$ cat config.mk
export PLATFORM = sky130hd
export DESIGN_NAME = zynq_host_top
export DESIGN_NICKNAME = d
export VERILOG_FILES = /design/src/hdl/zynq_machine_pkg.sv /design/src/hdl/zynq_shell_pkg.sv /design/src/hdl/zynq_host_top.sv /design/src/hdl/dram_addr_hash.sv /design/src/hdl/machine_config_rom.sv /design/src/hdl/reset_delay_counter.sv /design/src/hdl/tag_bitbang_fsm.sv /design/src/hdl/zynq_csr_regs.sv
export SDC_FILE = /design/constraint.sdc
export NUM_CORES = 1
export LEC_CHECK = 0
export BUFFER_PORTS_ARGS = -buffer_cell sky130_fd_sc_hd__buf_2
export CORE_MARGIN = 10
export CORE_UTILIZATION = 56
export DETAILED_ROUTE_END_ITERATION = 8
export PLACE_DENSITY = 0.86
export RECOVER_POWER = 100
export SYNTH_ARGS = -nofsm -noshare
export SYNTH_HDL_FRONTEND = slang
export SYNTH_SLANG_ARGS = --single-unit
$ cat constraint.sdc
create_clock -name aclk -period 5.1 [get_ports aclk]
set_clock_uncertainty 0.15 [all_clocks]
set_input_delay 0.51 -clock aclk [delete_from_list [all_inputs] [get_ports aclk]]
set_output_delay 0.51 -clock aclk [all_outputs]
set_load 0.02 [all_outputs]
$ cat src/hdl/zynq_machine_pkg.sv
`default_nettype none

package zynq_machine_pkg;

  ////////////////////
  // dram window
  ////////////////////

  // 128 MiB per shell
  localparam int DRAM_ADDR_WIDTH = 27;

  // cache id bits placed at the top of the window
  localparam int LG_NUM_DMA = 4;

  typedef logic [LG_NUM_DMA-1:0] cache_id_t;
  typedef logic [31:0]           dram_addr_t;

  ////////////////////
  // reset release
  ////////////////////

  localparam int RESET_DEPTH = 8;

  // must hold the value RESET_DEPTH itself
  typedef logic [$clog2(RESET_DEPTH+1)-1:0] rst_cnt_t;

  ////////////////////
  // config rom
  ////////////////////

  localparam int ROM_ELS = 8;

  typedef logic [$clog2(ROM_ELS)-1:0] rom_addr_t;

  // last word is the 32-bit sum of words 0..6
  localparam logic [31:0] ROM_CONTENTS [ROM_ELS] = '{
    32'h0002_0001,           // version
    32'd16,                  // tiles x
    32'd8,                   // tiles y
    32'd64,                  // cache sets
    32'd8,                   // cache ways
    32'd16,                  // line words
    32'(DRAM_ADDR_WIDTH),    // dram window bits
    32'h0002_008C
  };

endpackage

`default_nettype wire

$ cat src/hdl/zynq_shell_pkg.sv
`default_nettype none

package zynq_shell_pkg;

  ////////////////////
  // register file
  ////////////////////

  localparam int CSR_DATA_WIDTH = 32;
  localparam int CSR_ADDR_WIDTH = 3;

  typedef logic [CSR_DATA_WIDTH-1:0] csr_data_t;
  typedef logic [CSR_ADDR_WIDTH-1:0] csr_addr_t;

  // host to pl registers, index 2 left unused
  localparam csr_addr_t CSR_SYS_RESETN = 3'd0;
  localparam csr_addr_t CSR_TAG_BIT    = 3'd1;
  localparam csr_addr_t CSR_DRAM_BASE  = 3'd3;
  localparam csr_addr_t CSR_ROM_ADDR   = 3'd4;

  localparam int NUM_WR_REGS = 5;

  // pl to host registers
  typedef logic [0:0] csr_rd_addr_t;

  // status: bit 0 core reset, bit 1 bit-bang busy
  localparam csr_rd_addr_t CSR_RD_STATUS = 1'b0;
  localparam csr_rd_addr_t CSR_RD_ROM    = 1'b1;

  ////////////////////
  // tag bit-bang
  ////////////////////

  // aclk cycles per tag clock phase
  localparam int TAG_HALF_CYCLES = 4;

  typedef logic [$clog2(TAG_HALF_CYCLES)-1:0] tag_phase_t;

  typedef enum logic [1:0]
  {
    TAG_IDLE  = 2'd0,
    TAG_SETUP = 2'd1,
    TAG_HIGH  = 2'd2
  } tag_state_e;

endpackage

`default_nettype wire
$ cat src/hdl/zynq_host_top.sv
`timescale 1ns/1ps
`default_nettype none

module zynq_host_top
(
  input  logic                         aclk,
  input  logic                         arst_n_i,
  // host register port
  input  logic                         csr_wr_i,
  input  zynq_shell_pkg::csr_addr_t    csr_addr_i,
  input  zynq_shell_pkg::csr_data_t    csr_wdata_i,
  input  zynq_shell_pkg::csr_rd_addr_t csr_rd_addr_i,
  output zynq_shell_pkg::csr_data_t    csr_rdata_o,
  // cache miss addresses
  input  zynq_machine_pkg::dram_addr_t cache_addr_i,
  input  zynq_machine_pkg::cache_id_t  cache_id_i,
  input  logic                         cache_addr_v_i,
  output zynq_machine_pkg::dram_addr_t dram_addr_o,
  output logic                         dram_addr_v_o,
  // to the accelerator
  output logic                         tag_clk_o,
  output logic                         tag_data_o,
  output logic                         core_reset_o
);

  import zynq_shell_pkg::*;
  import zynq_machine_pkg::*;

  logic       sys_resetn;
  logic       tag_bit;
  logic       tag_bit_new;
  logic       tag_busy;
  dram_addr_t dram_base;
  rom_addr_t  rom_addr;
  csr_data_t  rom_data;

  zynq_csr_regs csr_regs_i
  (
    .aclk          (aclk),
    .arst_n_i      (arst_n_i),
    .csr_wr_i      (csr_wr_i),
    .csr_addr_i    (csr_addr_i),
    .csr_wdata_i   (csr_wdata_i),
    .csr_rd_addr_i (csr_rd_addr_i),
    .core_reset_i  (core_reset_o),
    .tag_busy_i    (tag_busy),
    .rom_data_i    (rom_data),
    .csr_rdata_o   (csr_rdata_o),
    .sys_resetn_o  (sys_resetn),
    .tag_bit_o     (tag_bit),
    .tag_bit_new_o (tag_bit_new),
    .dram_base_o   (dram_base),
    .rom_addr_o    (rom_addr)
  );

  tag_bitbang_fsm bitbang_i
  (
    .aclk          (aclk),
    .arst_n_i      (arst_n_i),
    .tag_bit_i     (tag_bit),
    .tag_bit_new_i (tag_bit_new),
    .tag_clk_o     (tag_clk_o),
    .tag_data_o    (tag_data_o),
    .busy_o        (tag_busy)
  );

  reset_delay_counter reset_cnt_i
  (
    .aclk         (aclk),
    .arst_n_i     (arst_n_i),
    .sys_resetn_i (sys_resetn),
    .core_reset_o (core_reset_o)
  );

  machine_config_rom config_rom_i
  (
    .rom_addr_i (rom_addr),
    .rom_data_o (rom_data)
  );

  dram_addr_hash addr_hash_i
  (
    .aclk           (aclk),
    .arst_n_i       (arst_n_i),
    .core_reset_i   (core_reset_o),
    .cache_addr_i   (cache_addr_i),
    .cache_id_i     (cache_id_i),
    .cache_addr_v_i (cache_addr_v_i),
    .dram_base_i    (dram_base),
    .dram_addr_o    (dram_addr_o),
    .dram_addr_v_o  (dram_addr_v_o)
  );

endmodule

`default_nettype wire

$ cat src/hdl/dram_addr_hash.sv
`timescale 1ns/1ps
`default_nettype none

module dram_addr_hash
(
  input  logic                         aclk,
  input  logic                         arst_n_i,
  input  logic                         core_reset_i,
  input  zynq_machine_pkg::dram_addr_t cache_addr_i,
  input  zynq_machine_pkg::cache_id_t  cache_id_i,
  input  logic                         cache_addr_v_i,
  input  zynq_machine_pkg::dram_addr_t dram_base_i,
  output zynq_machine_pkg::dram_addr_t dram_addr_o,
  output logic                         dram_addr_v_o
);

  import zynq_machine_pkg::*;

  dram_addr_t hash;

  // cache id on top of the window, low cache address bits below it
  assign hash = dram_addr_t'({cache_id_i, cache_addr_i[DRAM_ADDR_WIDTH-LG_NUM_DMA-1:0]});

  always_ff @(posedge aclk)
  begin
    dram_addr_o <= hash + dram_base_i;
  end

  always_ff @(posedge aclk or negedge arst_n_i)
  begin
    if (!arst_n_i)
      dram_addr_v_o <= 1'b0;
    else
      dram_addr_v_o <= cache_addr_v_i && !core_reset_i;
  end

  no_addr_in_reset_a: assert property (
    @(posedge aclk) disable iff (!arst_n_i)
    core_reset_i |=> !dram_addr_v_o
  );

endmodule

`default_nettype wire

$ cat src/hdl/machine_config_rom.sv
`timescale 1ns/1ps
`default_nettype none

module machine_config_rom
(
  input  zynq_machine_pkg::rom_addr_t rom_addr_i,
  output zynq_shell_pkg::csr_data_t   rom_data_o
);

  import zynq_machine_pkg::*;

  ////////////////////
  // lookup
  ////////////////////

  // host walks this table at boot to size the machine
  always_comb
  begin
    case (rom_addr_i)
      3'd0:    rom_data_o = ROM_CONTENTS[0];
      3'd1:    rom_data_o = ROM_CONTENTS[1];
      3'd2:    rom_data_o = ROM_CONTENTS[2];
      3'd3:    rom_data_o = ROM_CONTENTS[3];
      3'd4:    rom_data_o = ROM_CONTENTS[4];
      3'd5:    rom_data_o = ROM_CONTENTS[5];
      3'd6:    rom_data_o = ROM_CONTENTS[6];
      3'd7:    rom_data_o = ROM_CONTENTS[7];
      default: rom_data_o = '0;
    endcase
  end

endmodule

`default_nettype wire

$ cat src/hdl/reset_delay_counter.sv
`timescale 1ns/1ps
`default_nettype none

module reset_delay_counter
(
  input  logic aclk,
  input  logic arst_n_i,
  input  logic sys_resetn_i,
  output logic core_reset_o
);

  import zynq_machine_pkg::*;

  rst_cnt_t cnt_q;

  always_ff @(posedge aclk or negedge arst_n_i)
  begin
    if (!arst_n_i)
    begin
      core_reset_o <= 1'b1;
      cnt_q        <= '0;
    end
    else if (!sys_resetn_i)
    begin
      // any reassertion restarts the count
      core_reset_o <= 1'b1;
      cnt_q        <= '0;
    end
    else if (core_reset_o)
    begin
      if (cnt_q == rst_cnt_t'(RESET_DEPTH))
        core_reset_o <= 1'b0;
      else
        cnt_q <= cnt_q + 1'b1;
    end
  end

  // reset stays up through the whole count window
  core_reset_hold_a: assert property (
    @(posedge aclk) disable iff (!arst_n_i)
    (!sys_resetn_i ##1 sys_resetn_i [*1:RESET_DEPTH]) |=> core_reset_o
  );

endmodule

`default_nettype wire

$ cat src/hdl/tag_bitbang_fsm.sv
`timescale 1ns/1ps
`default_nettype none

module tag_bitbang_fsm
(
  input  logic aclk,
  input  logic arst_n_i,
  input  logic tag_bit_i,
  input  logic tag_bit_new_i,
  output logic tag_clk_o,
  output logic tag_data_o,
  output logic busy_o
);

  import zynq_shell_pkg::*;

  tag_state_e state_q;
  tag_phase_t phase_q;
  logic       phase_last;

  assign phase_last = (phase_q == tag_phase_t'(TAG_HALF_CYCLES-1));

  always_ff @(posedge aclk or negedge arst_n_i)
  begin
    if (!arst_n_i)
    begin
      state_q    <= TAG_IDLE;
      phase_q    <= '0;
      tag_data_o <= 1'b0;
    end
    else
    begin
      case (state_q)
        TAG_IDLE:
        begin
          // data goes out one full phase ahead of the clock edge
          if (tag_bit_new_i)
          begin
            tag_data_o <= tag_bit_i;
            phase_q    <= '0;
            state_q    <= TAG_SETUP;
          end
        end
        TAG_SETUP:
        begin
          if (phase_last)
          begin
            phase_q <= '0;
            state_q <= TAG_HIGH;
          end
          else
            phase_q <= phase_q + 1'b1;
        end
        TAG_HIGH:
        begin
          if (phase_last)
          begin
            phase_q <= '0;
            state_q <= TAG_IDLE;
          end
          else
            phase_q <= phase_q + 1'b1;
        end
        default:
        begin
          phase_q <= '0;
          state_q <= TAG_IDLE;
        end
      endcase
    end
  end

  // outputs straight from the state register
  assign tag_clk_o = (state_q == TAG_HIGH);
  assign busy_o    = (state_q != TAG_IDLE);

  // tag master samples data anywhere in the high phase
  tag_data_stable_a: assert property (
    @(posedge aclk) disable iff (!arst_n_i)
    tag_clk_o |=> (!tag_clk_o || $stable(tag_data_o))
  );

endmodule

`default_nettype wire

$ cat src/hdl/zynq_csr_regs.sv
`timescale 1ns/1ps
`default_nettype none

module zynq_csr_regs
(
  input  logic                         aclk,
  input  logic                         arst_n_i,
  input  logic                         csr_wr_i,
  input  zynq_shell_pkg::csr_addr_t    csr_addr_i,
  input  zynq_shell_pkg::csr_data_t    csr_wdata_i,
  input  zynq_shell_pkg::csr_rd_addr_t csr_rd_addr_i,
  input  logic                         core_reset_i,
  input  logic                         tag_busy_i,
  input  zynq_shell_pkg::csr_data_t    rom_data_i,
  output zynq_shell_pkg::csr_data_t    csr_rdata_o,
  output logic                         sys_resetn_o,
  output logic                         tag_bit_o,
  output logic                         tag_bit_new_o,
  output zynq_machine_pkg::dram_addr_t dram_base_o,
  output zynq_machine_pkg::rom_addr_t  rom_addr_o
);

  import zynq_shell_pkg::*;
  import zynq_machine_pkg::*;

  logic [NUM_WR_REGS-1:0] wr_en;
  csr_data_t              status;

  // one-hot decode, indices past the bank shift out to zero
  assign wr_en = csr_wr_i ? (NUM_WR_REGS'(1) << csr_addr_i) : '0;

  always_ff @(posedge aclk or negedge arst_n_i)
  begin
    if (!arst_n_i)
    begin
      sys_resetn_o  <= 1'b0;
      tag_bit_o     <= 1'b0;
      tag_bit_new_o <= 1'b0;
      dram_base_o   <= '0;
      rom_addr_o    <= '0;
    end
    else
    begin
      if (wr_en[CSR_SYS_RESETN])
        sys_resetn_o <= csr_wdata_i[0];
      if (wr_en[CSR_TAG_BIT])
        tag_bit_o <= csr_wdata_i[0];
      if (wr_en[CSR_DRAM_BASE])
        dram_base_o <= csr_wdata_i;
      if (wr_en[CSR_ROM_ADDR])
        rom_addr_o <= rom_addr_t'(csr_wdata_i);
      // new-value strobe for the bit-bang
      tag_bit_new_o <= wr_en[CSR_TAG_BIT];
    end
  end

  ////////////////////
  // read back
  ////////////////////

  assign status = {{(CSR_DATA_WIDTH-2){1'b0}}, tag_busy_i, core_reset_i};

  always_comb
  begin
    case (csr_rd_addr_i)
      CSR_RD_STATUS: csr_rdata_o = status;
      CSR_RD_ROM:    csr_rdata_o = rom_data_i;
      default:       csr_rdata_o = '0;
    endcase
  end

  // host never issues back-to-back tag writes
  tag_new_single_a: assert property (
    @(posedge aclk) disable iff (!arst_n_i)
    tag_bit_new_o |=> !tag_bit_new_o
  );

endmodule

`default_nettype wire

==> results.md, run 1 <==
- Status: complete, but fails checks
- Failing checks: max-capacitance violations, max-slew violations
- Clock Tree Root: clkbuf_8
- Seq pwr share: 0.371
- Cells after Synth: 461
- HP Class: in2reg
- CP arrival: 3.18 ns
- Placed cell count: 660
- Post CTS Setup Buffer Count: 0
- Die Y: 112 um
- Most frequent cell after synthesis: dfrtp_1
- Crit-path slowest cell: a221oi_1
- Initial antenna violation count: 0
- Tot Pwr: 2590 uW
- Area grow syn2layout: 13.8%
- Most frequent cells after synthesis: dfrtp_1 (48), ha_1 (39), mux2_2 (38)
- Drt total wl: 10900 um
- Port Buffers: 110
- Max Cap Viol: 1
- Fin crit period: 3.10 ns
- Core Region: 8180 um^2
- Final nets: 682
- Main flop type after synthesis: dfrtp_1
- Max Fclk: 322 MHz
- Initial DRC count: 174
- Final setup vio count: 0
- Internal Pwr Total: 1560 uW
- Share of cells above drive strength 1: 0.210
- GRT overflow: 0
- Multiplexer share of the synthesized area: 0.0995
- Vias/cell: 5.47
- Worst Path Buf+Inv: 0
- Clock power frac: 0.196
- Worst slew pin tran: 2.71 ns
- Simple-gate share of the synthesized area: 0.127
- Remaining antenna violation count after routing: 0
- Post-synthesis compound-gate area fraction: 0.145
- Sw Share: 0.398
- CTS sink count: 81
- Register bit total from synthesis: 81
- Ports: 144
- GP Congestion: 0.869
- Synth cell types: 63
- DRT Pass-1 Iters: 4
- Clk_lat worst skew: 0.34 ns
- Drt wl/cell: 16.2 um
- Vias in the first global route: 3855
- CTS Buf Count: 9
- Combinational family with the most area after synthesis: compound AO/OA/AOI/OAI gates
- Area leader, netlist: dfrtp_1
- Pins over their slew limit: 50
- Avg Inst Size Synth: 10.2 um^2
- Detailed Place HPWL: 8760 um
- Combinational share of power: 0.433
- Final worst-path cycle share: 0.608
- Finished Layout Cells: 676
- Sequential area share after synthesis: 0.397
- NetSw: 1030 uW
- Maximum buffer depth of the clock tree: 2
- Final setup TNS: 0 ns
- Final Hold Viols: 0
- Leakage: 0.00249 uW
- Synth top area cells: dfrtp_1 (26%), dfxtp_1 (14%), ha_1 (10%)
- Worst-path clk slew: 0.09 ns
- CP Class: reg2reg
- DRC Markers: 0
- Crit. End Element: flop
- RSZ-0062 raised after global routing: no
- Largest net degree at the start of global routing: 50
- Critical Path Fanout Max: 5
- Rel. slew slack: -0.804
- Cells along the critical path: ha_1 -> fa_1 -> a21o_1 -> a221oi_1 -> a211o_2 -> o221ai_1 -> and4_1 -> or3_1
- First-pass GRT wire length: 17700 um
- Ys Warns: 0
- Number of gates resized after CTS: 0
- Xor/xnor share of the synthesized area: 0.0540
- CTS tree: yes
- Maximum VDD drop: 0.282 mV
- Inserted Diodes: 0
- CTS HTree Levels: 3
- CP peak stage delay: 0.45 ns
- All-Layer GR Usage: 0.168
- Worst setup SP type: flop
- Number of synthesized flops with an enable pin: 0
- Die area: 12500 um^2
- Async set-reset flop share out of synthesis: 0.605
- Die X: 112 um
- Synthesized cell area: 4700 um^2
- Min Hold Slack: 0.244 ns
- # hold bufs at CTS: 0
- Via Count: 3695
- Initial core utilization: 0.575
- Pwr/cell area: 483 nW/um^2
- Placement Rows: 33
- Worst EP required: 5.18 ns
- Post-Synth Adder-Cell Area: 0.108
- CP top delay family: compound AO/OA/AOI/OAI gates
- Yosys top cell area share: 0.256
cell families after synthesis:
| group | count (synthesis) |
|---|---|
| simple gates | 110 |
| compound gates | 102 |
| flops | 81 |
| buf+inv | 56 |
| mux | 42 |
| fa+ha+maj | 40 |
| xor+xnor | 29 |
| other cells | 1 |
metal layers:
layer,track usage,wire length [um],vias to the layer above
met5,0,0,-
met4,0.0686,240,0
met3,0.0386,637,17
met2,0.293,5610,138
met1,0.194,4440,1715
li1,-,-,1825
cell type report:
class | instances | area, um^2
fill | 673 | 2830
multi-input combinational | 347 | 2580
sequential | 81 | 1870
timing repair buffer | 111 | 494
clock buffer | 11 | 131
tap | 105 | 131
clock inverter | 5 | 80.1
inverter | 16 | 60.1
metrics by stage:
stage	worst slack, ns	util	area [um^2]
4_1_cts	2.26	0.664	5430
5_1_grt	1.79	0.654	5350
3_5_place_dp	2.02	0.639	5220
3_3_place_gp	2.05	0.639	5220
6_report	2.00	0.654	5350
2_1_floorplan	2.39	-	4790
path summary, 6_finish.rpt:
path | depth (start not counted) | startpoint | slack [ns] | end
max in group asynchronous | 1 | arst_n_i | 2.40 | csr_regs_i.dram_base_o[21]
max | 8 | csr_regs_i.dram_base_o[0] | 2.00 | addr_hash_i.dram_addr_o[28]
max reg2reg | 8 | csr_regs_i.dram_base_o[0] | 2.00 | addr_hash_i.dram_addr_o[28]
min | 2 | csr_wdata_i[31] | 0.24 | csr_regs_i.dram_base_o[31]
min reg2reg | 1 | csr_regs_i.dram_base_o[31] | 0.33 | addr_hash_i.dram_addr_o[31]
min in group asynchronous | 1 | arst_n_i | 0.88 | csr_regs_i.dram_base_o[12]
cell usage in the layout, fill, tap and decap left out, types with 7 or more instances in the layout:
| master | count |
|---|---|
| conb_1 | 24 |
| dfrtp_1 | 48 |
| xnor2_1 | 16 |
| o21ai_0 | 16 |
| nand2_1 | 27 |
| nor2_1 | 13 |
| ha_1 | 39 |
| a21oi_1 | 32 |
| nor2b_1 | 7 |
| a21o_1 | 13 |
| clkbuf_8 | 9 |
| inv_1 | 16 |
| buf_2 | 62 |
| nor3_1 | 9 |
| clkbuf_1 | 51 |
| xor2_1 | 13 |
| mux2_2 | 38 |
| dfxtp_1 | 32 |
| nand3_1 | 16 |
state kept, by name, summed over array words and instances, names as in the netlist:
name                       cells
reset_cnt_i.cnt_q              4
bitbang_i.phase_q              2
csr_regs_i.rom_addr_o          3
bitbang_i.state_q              2
addr_hash_i.dram_addr_v_o      1
reset_cnt_i.core_reset_o       1
csr_regs_i.dram_base_o        32
csr_regs_i.tag_bit_o           1
csr_regs_i.sys_resetn_o        1
addr_hash_i.dram_addr_o       32
csr_regs_i.tag_bit_new_o       1
bitbang_i.tag_data_o           1
power groups by stage:
stage	sequential [uW]	combinational, uW	clock (uW)
floorplan	1110	701	0
global placement	956	1130	0
detailed placement	968	1170	0
CTS	955	1170	526
global route	985	1230	549
finish	959	1120	508
(Power assumes the default switching activity.)
==> inputs of run 2 (changes only) <==
--- a/config.mk
+++ b/config.mk
@@ -7,9 +7,9 @@
 export LEC_CHECK = 0
 export BUFFER_PORTS_ARGS = -buffer_cell sky130_fd_sc_hd__buf_2
 export CORE_MARGIN = 10
-export CORE_UTILIZATION = 56
+export CORE_UTILIZATION = 52
 export DETAILED_ROUTE_END_ITERATION = 8
-export PLACE_DENSITY = 0.86
+export PLACE_DENSITY = 0.81
 export RECOVER_POWER = 100
 export SYNTH_ARGS = -nofsm -noshare
 export SYNTH_HDL_FRONTEND = slang
==> constraint.sdc (replaced) <==
create_clock -name aclk -period 2.9 [get_ports aclk]
set_clock_uncertainty 0.15 [all_clocks]
set_input_delay 0.29 -clock aclk [delete_from_list [all_inputs] [get_ports aclk]]
set_output_delay 0.29 -clock aclk [all_outputs]
set_load 0.02 [all_outputs]
==> run 2 against run 1 <==
Effect of this change: the run now ends clean; setup slack worse by 1.8 ns; sequential share of layout area down 0.96 points; cell count up 3.1%; fmax up 14%; clock-buffer cell count down 1; register-to-register slack worse by 1.8 ns; non-clock buffer count up 18; critical path type unchanged; critical endpoint unchanged; largest cell class unchanged.
==> results.md, run 2 (same netlist as run 1, synthesis figures left out) <==
- CTS HTree Levels: 3 (unchanged)
- Worst setup SP type: flop
- CP top delay family: compound AO/OA/AOI/OAI gates
- Max Cap Viol: 0 (-1)
- Final Hold Viols: 0 (unchanged)
- DRC Markers: 0 (unchanged)
- NetSw: 1870 uW (+81%)
- HP Class: in2reg
- Final worst-path cycle share: 0.938 (+0.330)
- CTS tree: yes
- Vias/cell: 5.34 (-2.3%)
- Max Fclk: 368 MHz (+14%)
- Clock power frac: 0.177 (-0.019)
- Worst Path Buf+Inv: 0 (unchanged)
- GP Congestion: 0.872 (+0.44%)
- CP Class: reg2reg
- Ports: 144 (unchanged)
- GRT met2 Usage: 0.303 (+0.0100)
- Inserted Diodes: 0 (unchanged)
- Worst-path clk slew: 0.09 ns (about the same)
- Post CTS Setup Buffer Count: 0 (unchanged)
- Die area: 13200 um^2 (+6.3%)
- Met3 usage: 0.0563 (+0.0176)
- Worst EP required: 3.00 ns (-2.18 ns)
- Share of cells above drive strength 1: 0.222 (+0.0123)
- Leakage: 0.00257 uW (+3.2%)
- Final setup vio count: 0 (unchanged)
- Detailed Place HPWL: 9040 um (+3.2%)
- GRT overflow: 0 (unchanged)
- Port Buffers: 110 (unchanged)
- Sw Share: 0.415 (+0.0170)
- Clk_lat worst skew: 0.35 ns (about the same)
- Die X: 115 um (+3.1%)
- Maximum buffer depth of the clock tree: 2 (unchanged)
- RSZ-0062 raised after global routing: no
- Die Y: 115 um (+3.1%)
- Critical Path Fanout Max: 5 (unchanged)
- Critical Path End: addr_hash_i.dram_addr_o[28]
- Largest net degree at the start of global routing: 37 (-26%)
- Rel. slew slack: 0.387 (+1.19)
- Vias in the first global route: 3972 (+3.0%)
- Drt wl/cell: 16.4 um (+1.8%)
- Most used routing layer: met2
- Top Registers: addr_hash_i.dram_addr_o x32, csr_regs_i.dram_base_o x32, reset_cnt_i.cnt_q x4
- DRT Pass-1 Iters: 4 (unchanged)
- Status: complete, no violations
- Fin crit period: 2.72 ns (-0.381 ns)
- CTS Buf Count: 9 (unchanged)
- Area grow syn2layout: 17.0%
- CTS sink count: 81 (unchanged)
- Most frequent cells in the layout: buf_2 (64), dfrtp_1 (48), clkbuf_1 (48), ha_1 (39), mux2_2 (38)
- Maximum VDD drop: 0.419 mV (+48%)
- CP startpoint: csr_regs_i.dram_base_o[0]
- Final instance area: 5500 um^2 (+2.8%)
- Drt total wl: 11500 um (+4.9%)
- Worst reg2reg path endpoint: addr_hash_i.dram_addr_o[28]
- All-Layer GR Usage: 0.172 (+0.00362)
- Core Region: 8760 um^2 (+7.2%)
- Placement Rows: 34 (+3.0%)
- Met1 Use GR: 0.196 (+0.00251)
- Final nets: 700 (+2.6%)
- Seq pwr share: 0.375 (+0.004)
- Remaining antenna violation count after routing: 0 (unchanged)
- Initial DRC count: 124 (-29%)
- Pwr/cell area: 817 nW/um^2 (+69%)
- Initial core utilization: 0.536 (-0.0386)
- Worst slew pin tran: 0.920 ns (-1.79 ns)
- Commonest non-fill, non-tap cell in the layout: buf_2
- CP arrival: 2.82 ns (-0.36 ns)
- Via Count: 3721 (+0.70%)
- Placed cell area: 5280 um^2 (+1.2%)
- Clock Tree Root: clkbuf_8
- Combinational share of power: 0.448 (+0.015)
- Reg2Reg Setup Slack: 0.18 ns (-1.82 ns)
- Worst r2r src: csr_regs_i.dram_base_o[0]
- First-pass GRT wire length: 18800 um (+5.9%)
- Cells along the critical path: ha_1 -> fa_1 -> a21o_1 -> a221oi_2 -> a211o_2 -> o221ai_2 -> and4_1 -> or3_1
- Initial antenna violation count: 1 (+1)
- Stages on worst setup path: 8 (unchanged)
- CP peak stage delay: 0.41 ns (-0.04 ns)
- Internal Pwr Total: 2630 uW (+69%)
- Crit. End Element: flop
- Pins over their slew limit: 0 (-100%)
- Crit-path slowest cell: fa_1
- Cells on worst reg2reg path: 8 (unchanged)
- Final setup TNS: 0 ns (unchanged)
==> run 2: cell count changes in the layout (fill, tap and decap cells not counted), moves of 2 or more <==
cell and delta:
buf_2 +2, inv_6 +2, clkbuf_2 +2, dlygate4sd3_1 +12
buf_4 +3, bufinv_16 -2, clkbuf_1 -3
==> run 2: per-stage QoR <==
step	utilization	std cells	total power (uW)	hold slack, ns	setup slack (ns)
final	0.628	697	4500	0.0125	0.180
after floorplan	-	484	3190	-0.156	0.349
after global placement	0.603	669	3710	0.0532	0.166
after CTS	0.633	693	4600	0.00126	0.177
after detailed placement	0.603	669	3790	0.0602	0.163
after global routing	0.628	697	4840	0.00103	0.0391
==> run 2: layout make-up <==
cell class / count / area (um^2)
fillers: 774 / 3260
multi-input cells: 347 / 2600
inverters: 16 / 60.1
clock buffers: 10 / 138
repair buffers: 129 / 653
flip-flops and latches: 81 / 1870
well taps: 108 / 135
clock inverters: 6 / 50.0
==> run 2: what timing repair did <==
action                    in CTS  in global routing
hold endpoints to repair      19                  4
hold buffers                   8                  4
gates resized for setup        0                  0
==> run 2: how the worst min path moves through the flow <==
stage	startpoint	end	cells after the start
3_3_place_gp	arst_n_i	csr_regs_i.dram_base_o[30]	1
2_1_floorplan	arst_n_i	addr_hash_i.dram_addr_v_o	0
6_report	csr_wdata_i[6]	csr_regs_i.dram_base_o[6]	2
3_5_place_dp	arst_n_i	csr_regs_i.dram_base_o[27]	1
5_1_grt	csr_wdata_i[9]	csr_regs_i.dram_base_o[9]	2
4_1_cts	csr_wdata_i[28]	csr_regs_i.dram_base_o[28]	2
==> run 2: metal layers <==
metal	vias to the layer above	part of all wire
li1	1859	-
met1	1753	0.39
met2	96	0.53
met3	11	0.071
met4	2	0.0074
met5	-	0.0011
==> run 2: power groups by stage <==
stage	Sequential, uW	Clock, uW	Combinational, uW
final	1690	797	2010
after global routing	1740	864	2240
after CTS	1680	812	2110
after detailed placement	1700	0	2090
after global placement	1680	0	2030
after floorplan	1950	0	1230
==> inputs of run 3 (changes only) <==
--- a/config.mk
+++ b/config.mk
@@ -8,6 +8,7 @@
 export BUFFER_PORTS_ARGS = -buffer_cell sky130_fd_sc_hd__buf_2
 export CORE_MARGIN = 10
 export CORE_UTILIZATION = 52
+export CTS_CLUSTER_DIAMETER = 150
 export DETAILED_ROUTE_END_ITERATION = 8
 export PLACE_DENSITY = 0.81
 export RECOVER_POWER = 100
==> constraint.sdc (replaced) <==
create_clock -name aclk -period 3 [get_ports aclk]
set_clock_uncertainty 0.15 [all_clocks]
set_input_delay 0.3 -clock aclk [delete_from_list [all_inputs] [get_ports aclk]]
set_output_delay 0.3 -clock aclk [all_outputs]
set_load 0.02 [all_outputs]
==> run 3 against run 2 <==
Effect of this change: utilization shrank 1.0 points; cell area shrank 1.6%; cell count shrank 1.6%; wire length shrank 1.7%; first-iteration DRC count shrank 7.3%; critical path depth is the same; power shrank 2.6%; sequential power shrank 4%; sequential share of layout area grew 0.57 points; register-to-register slack gained 0.10 ns; clock-buffer cell count is the same; clock power grew 2.8%; largest power group unchanged.
==> results.md, run 3 (same netlist as run 1, synthesis figures left out) <==
- Status: complete, no violations
- Placed cell area: 5270 um^2 (-0.28%)
- Worst-path clk slew: 0.09 ns (about the same)
- First-pass GRT wire length: 18400 um (-1.8%)
- Clk_lat worst skew: 0.35 ns (about the same)
- Clock Tree Root: clkbuf_8
- CTS sink count: 81 (unchanged)
- CTS Buf Count: 9 (unchanged)
- Detailed Place HPWL: 8980 um (-0.60%)
- Via Count: 3682 (-1.0%)
- DRT Pass-1 Iters: 4 (unchanged)
- Pins over their slew limit: 0 (unchanged)
- CTS HTree Levels: 3 (unchanged)
- Remaining antenna violation count after routing: 0 (unchanged)
- Initial antenna violation count: 1 (unchanged)
- Seq pwr share: 0.373 (-0.002)
- Cells along the critical path: ha_1 -> fa_1 -> a21o_1 -> a221oi_2 -> a211o_2 -> o221ai_2 -> and4_1 -> or3_1
- Worst Path Buf+Inv: 0 (unchanged)
- Final Hold Viols: 0 (unchanged)
- Worst slew pin tran: 1.09 ns (+0.169 ns)
- CP top delay family: compound AO/OA/AOI/OAI gates
- Die area: 13200 um^2 (unchanged)
- Rel. slew slack: 0.274 (-0.113)
- Vias in the first global route: 3913 (-1.5%)
- Sw Share: 0.406 (-0.00899)
- Critical Path Fanout Max: 5 (unchanged)
- Initial core utilization: 0.536 (unchanged)
- Stages on worst setup path: 8 (unchanged)
- GRT overflow: 0 (unchanged)
- Area grow syn2layout: 15.1%
- Top Registers: addr_hash_i.dram_addr_o x32, csr_regs_i.dram_base_o x32, reset_cnt_i.cnt_q x4
- All-Layer GR Usage: 0.169 (-0.00235)
- Finished Layout Cells: 686 (-1.6%)
- Largest net degree at the start of global routing: 44 (+19%)
- Crit. End Element: flop
- Drt total wl: 11300 um (-1.7%)
- Sequential Area: 1870 um^2 (unchanged)
- Vias/cell: 5.37 (+0.54%)
- Final worst-path cycle share: 0.906 (-0.0325)
- Port Buffers: 110 (unchanged)
- CP arrival: 2.80 ns (-0.02 ns)
- Fin crit period: 2.72 ns (-0.00355 ns)
- RSZ-0062 raised after global routing: no
- Maximum VDD drop: 0.476 mV (+14%)
- Cells on worst reg2reg path: 8 (unchanged)
- Worst setup margin: 0.283 ns (+0.104 ns)
- Clock power frac: 0.187 (+0.010)
- NetSw: 1780 uW (-4.7%)
- Die X: 115 um (unchanged)
- Drt wl/cell: 16.4 um (about the same)
- Worst EP required: 3.09 ns (+0.09 ns)
- Final instance area: 5410 um^2 (-1.6%)
- CP peak stage delay: 0.41 ns (about the same)
- Maximum buffer depth of the clock tree: 2 (unchanged)
- Final setup vio count: 0 (unchanged)
- Max Fclk: 368 MHz (+0.13%)
- Combinational share of power: 0.440 (-0.008)
- Max Cap Viol: 0 (unchanged)
- CP Class: reg2reg
- Min Hold Slack: 0.0151 ns (+0.00266 ns)
- Commonest non-fill, non-tap cell in the layout: buf_2
- Most frequent cells in the layout: buf_2 (64), dfrtp_1 (48), clkbuf_1 (48), ha_1 (39), mux2_2 (37)
- Ports: 144 (unchanged)
- Crit-path slowest cell: fa_1
- Pwr/cell area: 809 nW/um^2 (-1.0%)
- Leakage: 0.00253 uW (-1.6%)
- Internal Pwr Total: 2600 uW (-1.1%)
- GP Congestion: 0.842 (-3.5%)
- HP Class: in2reg
- Setup WS pre-CTS: 0.247 ns (+0.0837 ns)
- Inserted Diodes: 0 (unchanged)
- Final setup TNS: 0 ns (unchanged)
- Hold Path Stages: 2 (unchanged)
- Placement Rows: 34 (unchanged)
- Share of cells above drive strength 1: 0.221 (-0.000958)
- Worst setup SP type: flop
- Die Y: 115 um (unchanged)
- Initial DRC count: 115 (-7.3%)
- Filler cells: 809 (+4.5%)
- Reg2Reg Setup Slack: 0.28 ns (+0.10 ns)
- Number of gates resized after CTS: 0 (unchanged)
- CTS tree: yes
- Final nets: 689 (-1.6%)
- DRC Markers: 0 (unchanged)
- Multi-input gate area: 2600 um^2 (unchanged)
- Placed cell count: 667 (-0.30%)
- Core Region: 8760 um^2 (unchanged)
-- run 3: cell count changes in the layout (fill, tap and decap cells not counted) --
cell           before  now
and2_0              2    3
and2_1              4    3
buf_4               3    1
bufinv_16           0    1
clkinv_2            1    2
dlygate4sd3_1      12    3
inv_6               2    1
inv_8               1    0
mux2_1              0    1
mux2_2             38   37
-- run 3: layer usage --
layer  GRT usage  vias up  share of wire
met1       0.189     1740           0.39
met3      0.0458       13          0.067
met5           0        -         0.0013
met2       0.307       96           0.53
met4      0.0479        2          0.011
li1            -     1831              -
-- run 3: worst paths after layout --
check                                          startpoint                           to
worst max register to register  csr_regs_i.dram_base_o[0]  addr_hash_i.dram_addr_o[28]
min in group asynchronous                        arst_n_i   csr_regs_i.dram_base_o[27]
worst min register to register    csr_regs_i.sys_resetn_o     reset_cnt_i.core_reset_o
worst min-delay path                      cache_addr_i[0]   addr_hash_i.dram_addr_o[0]
worst max-delay path            csr_regs_i.dram_base_o[0]  addr_hash_i.dram_addr_o[28]
max in group asynchronous                        arst_n_i   csr_regs_i.dram_base_o[21]
-- run 3: area by class of cell --
class	instances	area share
multi-input combinational	347	0.480
sequential	81	0.345
clock inverter	6	0.0120
inverter	16	0.0111
tap	108	0.0250
timing repair buffer	118	0.101
clock buffer	10	0.0254
-- run 3: power groups by stage --
stage	Clock, uW	Combinational [uW]	Sequential, uW
floorplan	0	1190	1890
global placement	0	1960	1630
detailed placement	0	2010	1650
CTS	836	2020	1630
global route	884	2150	1680
finish	819	1930	1630
-- run 3: through the flow --
stage | power [uW] | utilization
floorplan | 3080 | -
global placement | 3580 | 0.601
detailed placement | 3660 | 0.601
CTS | 4490 | 0.627
global route | 4710 | 0.618
finish | 4380 | 0.618
-- run 3: timing repair --
item	4_1_cts	5_1_grt
hold endpoints to repair	7	0
setup buffers	0	0
hold buffers	3	0
